===== config.mk =====
export PLATFORM = sky130hd
export DESIGN_NAME = hazard_bypass_top
export DESIGN_NICKNAME = d
export VERILOG_FILES = /design/src/bypass_pkg.sv /design/src/stage_info_if.sv /design/src/rf_hazard_match.sv /design/src/operand_forward_sel.sv /design/src/csr_hazard_detect.sv /design/src/pipeline_stall_ctrl.sv /design/src/hazard_bypass_top.sv
export SDC_FILE = /design/constraint.sdc
export NUM_CORES = 1
export LEC_CHECK = 0
export BUFFER_PORTS_ARGS = -buffer_cell sky130_fd_sc_hd__clkbuf_2
export CAP_MARGIN = 20
export CORE_MARGIN = 2
export CORE_UTILIZATION = 32
export DETAILED_ROUTE_END_ITERATION = 6
export PLACE_DENSITY_LB_ADDON = 0.08
export SETUP_SLACK_MARGIN = 0.02
export SLEW_MARGIN = 20
export SYNTH_ARGS = -nofsm -noshare
export SYNTH_HDL_FRONTEND = slang
export SYNTH_SLANG_ARGS = --single-unit

===== constraint.sdc =====
create_clock -name vclk -period 1.7
set_clock_uncertainty 0.1 [all_clocks]
set_input_delay 0.255 -clock vclk [all_inputs]
set_output_delay 0.255 -clock vclk [all_outputs]
set_load 0.005 [all_outputs]

===== src/bypass_pkg.sv =====
// Bypass and hazard package
// Shared widths, register and CSR index types and the forwarding select encodings

package bypass_pkg;

  ////////////////////////////////////////////////////////////////////////////
  // Widths and port counts
  ////////////////////////////////////////////////////////////////////////////

  // Register file index width for the 32 integer registers
  localparam int unsigned RF_ADDR_W = 5;

  // CSR index width as given by the csr field of the instruction
  localparam int unsigned CSR_ADDR_W = 12;

  // ID reads at most two source registers per instruction
  localparam int unsigned NUM_READ_PORTS = 2;

  // Read port numbering, operand A is rs1 and operand B is rs2
  localparam int unsigned RF_PORT_A = 0;
  localparam int unsigned RF_PORT_B = 1;

  ////////////////////////////////////////////////////////////////////////////
  // Index types
  ////////////////////////////////////////////////////////////////////////////

  typedef logic [RF_ADDR_W-1:0]  rf_addr_t;
  typedef logic [CSR_ADDR_W-1:0] csr_addr_t;

  ////////////////////////////////////////////////////////////////////////////
  // Forwarding mux selects
  ////////////////////////////////////////////////////////////////////////////

  // Operand mux select in ID
  // The value 2'b11 is not produced by this controller
  typedef enum logic [1:0] {
    SEL_REGFILE = 2'b00,
    SEL_FW_EX   = 2'b01,
    SEL_FW_WB   = 2'b10
  } op_fw_sel_e;

  // Jump-register target mux select
  // Only WB can feed the jump target since EX results arrive too late
  typedef enum logic {
    SELJ_REGFILE = 1'b0,
    SELJ_FW_WB   = 1'b1
  } jalr_fw_sel_e;

endpackage


===== src/stage_info_if.sv =====
// Pipeline stage write-side information
// Carries what one stage (EX or WB) will write back to the RF or the CSRs

`timescale 1ns/10ps

interface stage_info_if import bypass_pkg::*; ();

  // Stage holds a live instruction
  logic     instr_valid;
  // Register file write request and its target register
  logic     rf_we;
  rf_addr_t rf_waddr;
  // Load or store in this stage
  logic     lsu_en;
  // Explicit CSR access, and whether it also writes other CSRs implicitly
  logic     csr_en;
  logic     csr_impl_wr;
  // System instructions that touch machine state
  logic     sys_mret;
  logic     sys_wfi;

  // The top level fills the bundle from its flat ports
  modport producer (
    output instr_valid, rf_we, rf_waddr, lsu_en,
    output csr_en, csr_impl_wr, sys_mret, sys_wfi
  );

  // Hazard logic only ever observes the stage
  modport consumer (
    input instr_valid, rf_we, rf_waddr, lsu_en,
    input csr_en, csr_impl_wr, sys_mret, sys_wfi
  );

endinterface


===== src/rf_hazard_match.sv =====
// Register hazard match
// Compares the ID source registers against the EX and WB destination registers

`timescale 1ns/10ps

module rf_hazard_match import bypass_pkg::*; (
  // Decoded register reads in ID
  input  logic [NUM_READ_PORTS-1:0] rf_re_id_i,
  input  rf_addr_t                  rf_raddr_id_i [NUM_READ_PORTS],

  // Write side of the younger pipeline stages
  stage_info_if.consumer            ex_info_i,
  stage_info_if.consumer            wb_info_i,

  // Qualified hits, one bit per read port
  output logic [NUM_READ_PORTS-1:0] ex_hit_o,
  output logic [NUM_READ_PORTS-1:0] wb_hit_o,

  // Operand A hits for the jump-register target path
  output logic                      ex_jalr_hit_o,
  output logic                      wb_jalr_hit_o
);

  // A stage only produces a register result when it is valid and writes the RF
  logic ex_rf_wr;
  logic wb_rf_wr;

  // Reads of x0 always return zero and never need a bypass
  logic raddr_a_nz;

  assign ex_rf_wr = ex_info_i.instr_valid && ex_info_i.rf_we;
  assign wb_rf_wr = wb_info_i.instr_valid && wb_info_i.rf_we;

  assign raddr_a_nz = |rf_raddr_id_i[RF_PORT_A];

  ////////////////////////////////////////////////////////////////////////////
  // Per-port operand hits
  ////////////////////////////////////////////////////////////////////////////

  for (genvar p = 0; p < NUM_READ_PORTS; p++) begin : gen_port_hit
    logic rd_active;

    // Port is read and is not x0
    assign rd_active = rf_re_id_i[p] && (|rf_raddr_id_i[p]);

    assign ex_hit_o[p] = ex_rf_wr && rd_active && (ex_info_i.rf_waddr == rf_raddr_id_i[p]);
    assign wb_hit_o[p] = wb_rf_wr && rd_active && (wb_info_i.rf_waddr == rf_raddr_id_i[p]);
  end

  ////////////////////////////////////////////////////////////////////////////
  // Jump-register hits
  ////////////////////////////////////////////////////////////////////////////

  // A jump-register instruction always reads rs1, so the read enable is not needed
  // These hits are not qualified with the jump itself, the stall logic does that
  assign ex_jalr_hit_o = ex_rf_wr && raddr_a_nz &&
                         (ex_info_i.rf_waddr == rf_raddr_id_i[RF_PORT_A]);
  assign wb_jalr_hit_o = wb_rf_wr && raddr_a_nz &&
                         (wb_info_i.rf_waddr == rf_raddr_id_i[RF_PORT_A]);

endmodule


===== src/operand_forward_sel.sv =====
// Operand forwarding select
// Turns the register hits into mux selects for operands A and B and the jump target

`timescale 1ns/10ps

module operand_forward_sel import bypass_pkg::*; (
  // Qualified hits from the register match
  input  logic [NUM_READ_PORTS-1:0] ex_hit_i,
  input  logic [NUM_READ_PORTS-1:0] wb_hit_i,
  input  logic                      wb_jalr_hit_i,

  // Mux selects towards the ID operand muxes
  output op_fw_sel_e                operand_a_fw_sel_o,
  output op_fw_sel_e                operand_b_fw_sel_o,
  output jalr_fw_sel_e              jalr_fw_sel_o
);

  // EX holds the newer value of a register, so it wins over WB
  function automatic op_fw_sel_e pick_sel(input logic ex_hit, input logic wb_hit);
    op_fw_sel_e sel;
    if (ex_hit) begin
      sel = SEL_FW_EX;
    end else if (wb_hit) begin
      sel = SEL_FW_WB;
    end else begin
      sel = SEL_REGFILE;
    end
    return sel;
  endfunction

  assign operand_a_fw_sel_o = pick_sel(ex_hit_i[RF_PORT_A], wb_hit_i[RF_PORT_A]);
  assign operand_b_fw_sel_o = pick_sel(ex_hit_i[RF_PORT_B], wb_hit_i[RF_PORT_B]);

  // Jump target only takes ALU results from WB
  // A load in WB or a writer in EX is handled by the jump-register stall instead
  assign jalr_fw_sel_o = wb_jalr_hit_i ? SELJ_FW_WB : SELJ_REGFILE;

endmodule


===== src/csr_hazard_detect.sv =====
// CSR hazard detection
// Finds CSR read-after-write hazards between ID, EX and WB and raises the CSR stalls

`timescale 1ns/10ps

module csr_hazard_detect import bypass_pkg::*; (
  // ID instructions with implicit CSR reads
  input  logic           instr_valid_id_i,
  input  logic           mret_id_i,
  input  logic           wfi_id_i,

  // Stage write information
  stage_info_if.consumer ex_info_i,
  stage_info_if.consumer wb_info_i,

  // CSR reads in EX and the explicit CSR write in WB
  input  logic           csr_impl_re_ex_i,
  input  logic           csr_re_ex_i,
  input  csr_addr_t      csr_raddr_ex_i,
  input  logic           csr_we_wb_i,
  input  csr_addr_t      csr_waddr_wb_i,

  output logic           csr_stall_id_o,
  output logic           csr_stall_ex_o
);

  // mret restores mstatus, and some CSR instructions update other CSRs as a side effect
  function automatic logic impl_write(input logic valid, input logic mret,
                                      input logic csr_en, input logic impl_wr);
    return valid && (mret || (csr_en && impl_wr));
  endfunction

  logic csr_impl_wr_ex;
  logic csr_impl_wr_wb;
  logic csr_wr_ex;
  logic csr_wr_wb;
  logic csr_impl_rd_id;
  logic csr_expl_hz_ex;

  assign csr_impl_wr_ex = impl_write(ex_info_i.instr_valid, ex_info_i.sys_mret,
                                     ex_info_i.csr_en, ex_info_i.csr_impl_wr);
  assign csr_impl_wr_wb = impl_write(wb_info_i.instr_valid, wb_info_i.sys_mret,
                                     wb_info_i.csr_en, wb_info_i.csr_impl_wr);

  // Any CSR write per stage, explicit or implicit
  assign csr_wr_ex = ex_info_i.instr_valid && (ex_info_i.csr_en || csr_impl_wr_ex);
  assign csr_wr_wb = wb_info_i.instr_valid && (wb_info_i.csr_en || csr_impl_wr_wb);

  ////////////////////////////////////////////////////////////////////////////
  // ID stall
  ////////////////////////////////////////////////////////////////////////////

  // mret reads mepc and mcause in ID and WFI reads mstatus
  assign csr_impl_rd_id = instr_valid_id_i && (mret_id_i || wfi_id_i);

  // Conservative, any CSR write still in flight holds the reader back
  assign csr_stall_id_o = csr_impl_rd_id && (csr_wr_ex || csr_wr_wb);

  ////////////////////////////////////////////////////////////////////////////
  // EX stall
  ////////////////////////////////////////////////////////////////////////////

  // Explicit read against explicit write is exact on the CSR address
  assign csr_expl_hz_ex = csr_re_ex_i && csr_we_wb_i && (csr_raddr_ex_i == csr_waddr_wb_i);

  // Implicit reads in EX wait for any write in WB
  // An explicit CSR in EX waits for any implicit write in WB
  assign csr_stall_ex_o = (csr_impl_re_ex_i && csr_wr_wb) ||
                          (ex_info_i.instr_valid && ex_info_i.csr_en && csr_impl_wr_wb) ||
                          csr_expl_hz_ex;

endmodule


===== src/pipeline_stall_ctrl.sv =====
// Pipeline stall control
// Produces the load-use, jump-register and sleep stalls for the ID stage

`timescale 1ns/10ps

module pipeline_stall_ctrl import bypass_pkg::*; (
  // Jump-register instruction in ID
  input  logic                      instr_valid_id_i,
  input  logic                      jalr_id_i,

  // Stage write information
  stage_info_if.consumer            ex_info_i,
  stage_info_if.consumer            wb_info_i,

  // WB can retire this cycle and drops low while it waits on load data
  input  logic                      wb_ready_i,

  // Qualified register hits
  input  logic [NUM_READ_PORTS-1:0] ex_hit_i,
  input  logic [NUM_READ_PORTS-1:0] wb_hit_i,
  input  logic                      ex_jalr_hit_i,
  input  logic                      wb_jalr_hit_i,

  output logic                      load_stall_o,
  output logic                      jalr_stall_o,
  output logic                      sleep_stall_o
);

  logic jalr_id;

  // Load data in EX does not exist yet, and WB has no data while it waits
  // The hits already include valid and rf_we
  assign load_stall_o = (ex_info_i.lsu_en && (|ex_hit_i)) ||
                        (!wb_ready_i && (|wb_hit_i));

  ////////////////////////////////////////////////////////////////////////////
  // Jump register
  ////////////////////////////////////////////////////////////////////////////

  assign jalr_id = instr_valid_id_i && jalr_id_i;

  // The jump target mux only forwards ALU results from WB
  // Any writer in EX or a load in WB must complete first
  assign jalr_stall_o = jalr_id && (ex_jalr_hit_i || (wb_jalr_hit_i && wb_info_i.lsu_en));

  ////////////////////////////////////////////////////////////////////////////
  // Sleep
  ////////////////////////////////////////////////////////////////////////////

  // Hold ID while a WFI in EX decides whether the core goes to sleep
  assign sleep_stall_o = ex_info_i.instr_valid && ex_info_i.sys_wfi;

endmodule


===== src/hazard_bypass_top.sv =====
// Operand bypass and hazard stall controller
// Forwarding selects and ID/EX stalls for a three-stage in-order pipeline

`timescale 1ns/10ps

module hazard_bypass_top import bypass_pkg::*; (
  // ID stage
  input  logic [NUM_READ_PORTS-1:0] rf_re_id_i,
  input  rf_addr_t                  rf_raddr_a_id_i,
  input  rf_addr_t                  rf_raddr_b_id_i,
  input  logic                      instr_valid_id_i,
  input  logic                      jalr_id_i,
  input  logic                      mret_id_i,
  input  logic                      wfi_id_i,

  // EX stage
  input  logic                      ex_valid_i,
  input  logic                      ex_rf_we_i,
  input  rf_addr_t                  ex_rf_waddr_i,
  input  logic                      ex_lsu_en_i,
  input  logic                      ex_csr_en_i,
  input  logic                      ex_csr_impl_wr_i,
  input  logic                      ex_mret_i,
  input  logic                      ex_wfi_i,

  // WB stage
  input  logic                      wb_valid_i,
  input  logic                      wb_rf_we_i,
  input  rf_addr_t                  wb_rf_waddr_i,
  input  logic                      wb_lsu_en_i,
  input  logic                      wb_csr_en_i,
  input  logic                      wb_csr_impl_wr_i,
  input  logic                      wb_mret_i,
  input  logic                      wb_wfi_i,
  input  logic                      wb_ready_i,

  // CSR accesses seen by the CSR file
  input  logic                      csr_impl_re_ex_i,
  input  logic                      csr_re_ex_i,
  input  csr_addr_t                 csr_raddr_ex_i,
  input  logic                      csr_we_wb_i,
  input  csr_addr_t                 csr_waddr_wb_i,

  // Forwarding selects
  output op_fw_sel_e                operand_a_fw_sel_o,
  output op_fw_sel_e                operand_b_fw_sel_o,
  output jalr_fw_sel_e              jalr_fw_sel_o,

  // Stalls
  output logic                      load_stall_o,
  output logic                      jalr_stall_o,
  output logic                      sleep_stall_o,
  output logic                      csr_stall_id_o,
  output logic                      csr_stall_ex_o
);

  stage_info_if ex_info ();
  stage_info_if wb_info ();

  rf_addr_t                  rf_raddr_id [NUM_READ_PORTS];
  logic [NUM_READ_PORTS-1:0] ex_hit;
  logic [NUM_READ_PORTS-1:0] wb_hit;
  logic                      ex_jalr_hit;
  logic                      wb_jalr_hit;

  // Read addresses as an array indexed by port
  assign rf_raddr_id[RF_PORT_A] = rf_raddr_a_id_i;
  assign rf_raddr_id[RF_PORT_B] = rf_raddr_b_id_i;

  ////////////////////////////////////////////////////////////////////////////
  // Stage bundles
  ////////////////////////////////////////////////////////////////////////////

  assign ex_info.instr_valid = ex_valid_i;
  assign ex_info.rf_we       = ex_rf_we_i;
  assign ex_info.rf_waddr    = ex_rf_waddr_i;
  assign ex_info.lsu_en      = ex_lsu_en_i;
  assign ex_info.csr_en      = ex_csr_en_i;
  assign ex_info.csr_impl_wr = ex_csr_impl_wr_i;
  assign ex_info.sys_mret    = ex_mret_i;
  assign ex_info.sys_wfi     = ex_wfi_i;

  assign wb_info.instr_valid = wb_valid_i;
  assign wb_info.rf_we       = wb_rf_we_i;
  assign wb_info.rf_waddr    = wb_rf_waddr_i;
  assign wb_info.lsu_en      = wb_lsu_en_i;
  assign wb_info.csr_en      = wb_csr_en_i;
  assign wb_info.csr_impl_wr = wb_csr_impl_wr_i;
  assign wb_info.sys_mret    = wb_mret_i;
  assign wb_info.sys_wfi     = wb_wfi_i;

  ////////////////////////////////////////////////////////////////////////////
  // Submodules
  ////////////////////////////////////////////////////////////////////////////

  rf_hazard_match u_rf_hazard_match (
    .rf_re_id_i    (rf_re_id_i),
    .rf_raddr_id_i (rf_raddr_id),
    .ex_info_i     (ex_info),
    .wb_info_i     (wb_info),
    .ex_hit_o      (ex_hit),
    .wb_hit_o      (wb_hit),
    .ex_jalr_hit_o (ex_jalr_hit),
    .wb_jalr_hit_o (wb_jalr_hit)
  );

  operand_forward_sel u_operand_forward_sel (
    .ex_hit_i           (ex_hit),
    .wb_hit_i           (wb_hit),
    .wb_jalr_hit_i      (wb_jalr_hit),
    .operand_a_fw_sel_o (operand_a_fw_sel_o),
    .operand_b_fw_sel_o (operand_b_fw_sel_o),
    .jalr_fw_sel_o      (jalr_fw_sel_o)
  );

  csr_hazard_detect u_csr_hazard_detect (
    .instr_valid_id_i (instr_valid_id_i),
    .mret_id_i        (mret_id_i),
    .wfi_id_i         (wfi_id_i),
    .ex_info_i        (ex_info),
    .wb_info_i        (wb_info),
    .csr_impl_re_ex_i (csr_impl_re_ex_i),
    .csr_re_ex_i      (csr_re_ex_i),
    .csr_raddr_ex_i   (csr_raddr_ex_i),
    .csr_we_wb_i      (csr_we_wb_i),
    .csr_waddr_wb_i   (csr_waddr_wb_i),
    .csr_stall_id_o   (csr_stall_id_o),
    .csr_stall_ex_o   (csr_stall_ex_o)
  );

  pipeline_stall_ctrl u_pipeline_stall_ctrl (
    .instr_valid_id_i (instr_valid_id_i),
    .jalr_id_i        (jalr_id_i),
    .ex_info_i        (ex_info),
    .wb_info_i        (wb_info),
    .wb_ready_i       (wb_ready_i),
    .ex_hit_i         (ex_hit),
    .wb_hit_i         (wb_hit),
    .ex_jalr_hit_i    (ex_jalr_hit),
    .wb_jalr_hit_i    (wb_jalr_hit),
    .load_stall_o     (load_stall_o),
    .jalr_stall_o     (jalr_stall_o),
    .sleep_stall_o    (sleep_stall_o)
  );

endmodule


# After elaboration in Yosys (flattened, before gate mapping)
# Cells that the tools add are included.
# word_totals
wordCells	60
ff_bits	0
out_inout_bits	10
input_bits	68
# classes
muxes	5
reduce_logical	50
n_eq_ne	5
# ops
cell	count
1-bit logical AND	35
5-bit == test	4
12-bit == test	1
1-bit logical OR	10
5-bit OR reduction	2
2-bit two-way mux	4
2-bit OR reduction	2
1-bit zero test	1
1-bit two-way mux	1

# Logic depth before layout (Yosys ltp)
# depth
word_depth	8
mapped_depth	5
mapped_depth_nobuf	5

# Cells and area by module
# From an unflattened synthesis, not the netlist that was laid out.
# hier_totals
hier_cells	75
area_unflattened_um2	543.0
# modules_own_cells
module	n_inst	seq_area_each_um2	area_per_inst_um2	cells_per_inst
rf_hazard_match	1	0.0	282.8	39
csr_hazard_detect	1	0.0	177.7	24
operand_forward_sel	1	0.0	50.0	5
pipeline_stall_ctrl	1	0.0	32.5	7

# Worst setup path after synthesis
# OpenSTA, ideal clock, no wires.
# synth_path
path_type	input to output
startpoint	input port rf_raddr_a_id_i[0]
endpoint	output port load_stall_o
required_time_ps	1345
t_arrival_ps	1225
path_buffers	0
path_slack_ps	120
stages	5
path_cell_list	or4_4 > o21ai_4 > nor3_2 > o21ai_2 > o21ai_2
# synth_between
elab_chain_cells	7
word_cells_on_any_way	13
classes_between	2 x eq/ne; 11 x reduce/logical
# synth_rtl
item	line_no	text
from (decl)	hazard_bypass_top.sv:9	input rf_addr_t rf_raddr_a_id_i,
5-bit OR reduction	rf_hazard_match.sv:44	assign rd_active = rf_re_id_i[p] && (|rf_raddr_id_i[p]);
1-bit logical AND	rf_hazard_match.sv:44	
1-bit logical AND, on equally long branches (2 in a row)	rf_hazard_match.sv:46, rf_hazard_match.sv:47	
2-bit OR reduction, on equally long branches	pipeline_stall_ctrl.sv:33, pipeline_stall_ctrl.sv:34	
1-bit logical AND, on equally long branches	pipeline_stall_ctrl.sv:33, pipeline_stall_ctrl.sv:34	
1-bit logical OR (*)	pipeline_stall_ctrl.sv:33	assign load_stall_o = (ex_info_i.lsu_en && (|ex_hit_i)) ||
to (decl)	hazard_bypass_top.sv:50	output logic load_stall_o,
# Mark *: on every way between the ends. The rest lies on a longest branch, timed or not.

# Worst setup path after layout
# Same ends and word-level chain as after synthesis.

==> results.toml <==
[critical_path]
max_stage_delay_ns = 0.56
path_cells = "clkbuf_2 > or4_4 > o21ai_4 > nor3_2 > o21ai_2 > o21ai_2 > clkbuf_2"
crit_type = "primary input to output port"
slowest_stage = "or4_4"
cp_data_arrival_time_ns = 1.50
worstPathRequired_ns = 1.34
crit_path_end_kind = "output port"
cp_max_fo = 3
startpoint_type = "primary input"

[finish]
fillerInstances = 140
n_clock_buffer = 0
layout.area.seq_um2 = 0
finalInstanceArea_mm2 = 0.001125
drive_gt1_frac = 0.6584
seq_cells = 0
antenna_cells = 0
fin_nets = 231
syn2layout_area_growth_pct = 106.2

[floorplan]
rows = 14
io_pins = 78
die_h_um = 45.29
start_util = 0.3499
die_x_um = 45.29
core_mm2 = 0.001559
dieArea_mm2 = 0.002051

[power_and_ir_drop]
powerDensity_mw_per_mm2 = 212.1
ir_worst_vdd_mv = 0.1321
finalPower_mw = 0.2386
p_leak_nw = 0.5710

[synthesis]
synth_area_leaders = "xnor2_1 (35%), xor2_1 (16%), nand4_1 (6.9%), o21ai_2 (4.8%), or4_4 (4.1%)"
synth_fp_nets = 138
synth.yosys.seq_area_share = 0
synthDistinctLibCells = 23
synth_common_cells = "xnor2_1 (22), xor2_1 (10), nand4_1 (6)"
netlist_area_um2 = 545.5
yosysWarningCount = 0
synth_top_area_frac = 0.3532
synth_area_leader_cell = "xnor2_1"
yosysMostFrequentCell = "xnor2_1"
synthCells = 70
syn_area_per_cell_um2 = 7.793

[grt]
grtUsageTotal = 0.1732
grt_overflow = 0
antenna_found_initial = 0
grt_pass1_vias = 754
grt_max_degree = 6
grt_pass1_wl_um = 2815

[placement]
hpwl_um = 1685
numPortBuffers = 76
gp_congestion = 0.7366
postPlaceCellArea_mm2 = 0.001051

[detailed_routing]
vias = 850
drt_pass1_iterations = 3
wirelength_um = 1848
drt_iter0_drc = 3
drtAntennaViolNets = 0
vias_per_cell = 4.802
wl_per_cell_um = 10.44
drc = 0

[job]
maxCapViolCount = 0

[timing]
worstMarginPinSlew_ns = 0.2982
finalSetupViolCount = 5
period_minus_slack_ns = 1.860
finalCritPeriodShare = 1.094
finalMaxSlewViolations = 0
hold_viol_final = 0
clock.fmax_mhz = 537.7
finalWorstSetupSlack_ns = -0.1596
rsz0062_at_grt = "yes"
relSlewSlack = 0.8001

[run_status]
status = "complete, but fails checks"
violations = "negative setup slack"

[hold_path]
hold_class = "primary input to output port"

[clocking]
ctsHoldBuffers = 0
cell usage in the layout, fill, tap and decap left out:
master and instances:
buf_6 4, or4_4 3, and4b_1 1, o21ai_0 4, xnor2_1 21, o211ai_1 1, or3_4 1, nor2_2 1
clkbuf_2 71, nor4_2 1, o22ai_2 1, o21ai_4 2, a21o_1 1, inv_1 1, xnor2_2 1, buf_4 12
nor3_2 3, nor2_1 2, and2_1 1, o21ai_2 2, a21oi_1 1, nand4_1 6, buf_8 1, nand2_1 1
nand3_1 2, xor2_1 10, nor4_1 1, o21a_1 2, buf_2 3
timing repair:
item	in CTS	in global routing
pin swaps	3	9
setup buffers	0	1
resized for setup	7	13
endpoints found under the setup margin	6	7
where the power goes:
group	switching [mW]	internal, mW	total [mW]
combinational	0.0960	0.143	0.239
clock	0	0	0
sequential	0	0	0
total	0.0960	0.143	0.239
routing by layer:
| metal | global-route usage | up-vias | routed length (um) |
|---|---|---|---|
| li1 | - | 440 | - |
| met2 | 0.3343 | 40 | 975 |
| met4 | 0.005882 | 0 | 0 |
| met5 | 0 | - | 0 |
| met1 | 0.2172 | 370 | 729 |
| met3 | 0.01200 | 0 | 143 |
cells by family (layout without fill, tap and decap cells):
family / count (synthesis) / in the layout / share of synthesized area
compound gates: 14 / 14 / 0.1904
buf+inv: 1 / 92 / 0.006874
simple gates: 23 / 23 / 0.2890
xor+xnor: 32 / 32 / 0.5137
cell type report:
class | instances | area, um^2 | share of cell area
multi-input combinational | 69 | 580.6 | 0.5161
timing repair buffer | 91 | 520.5 | 0.4627
inverter | 1 | 3.754 | 0.003337
tap | 16 | 20.02 | 0.01780
path summary, 6_finish.rpt:
check            to  slack [ns]  depth (start not counted)               start
max    load_stall_o       -0.16                          7  rf_raddr_a_id_i[0]
min    load_stall_o        0.65                          3          wb_ready_i
per-stage QoR:
stage            util  hold slack (ns)  TNS [ns]  cells  setup WS, ns
2_1_floorplan       -           0.4527         0     70        0.1204
3_3_place_gp   0.6742           0.6434   -0.4978    176       -0.1633
3_5_place_dp   0.6742           0.6469   -0.5348    176       -0.1701
4_1_cts        0.6966           0.6476   -0.4390    176       -0.1594
5_1_grt        0.7215           0.6774   -0.7282    177       -0.2160
6_report       0.7215           0.6538   -0.4563    177       -0.1596
critical path: cells and delay by family:
family | cells | cell delay, ns
AND/OR/NAND/NOR | 2 | 0.65
AO/OA/AOI/OAI | 3 | 0.39
buffers and inverters | 2 | 0.21
Note: power is estimated with default switching activity, not from simulation.
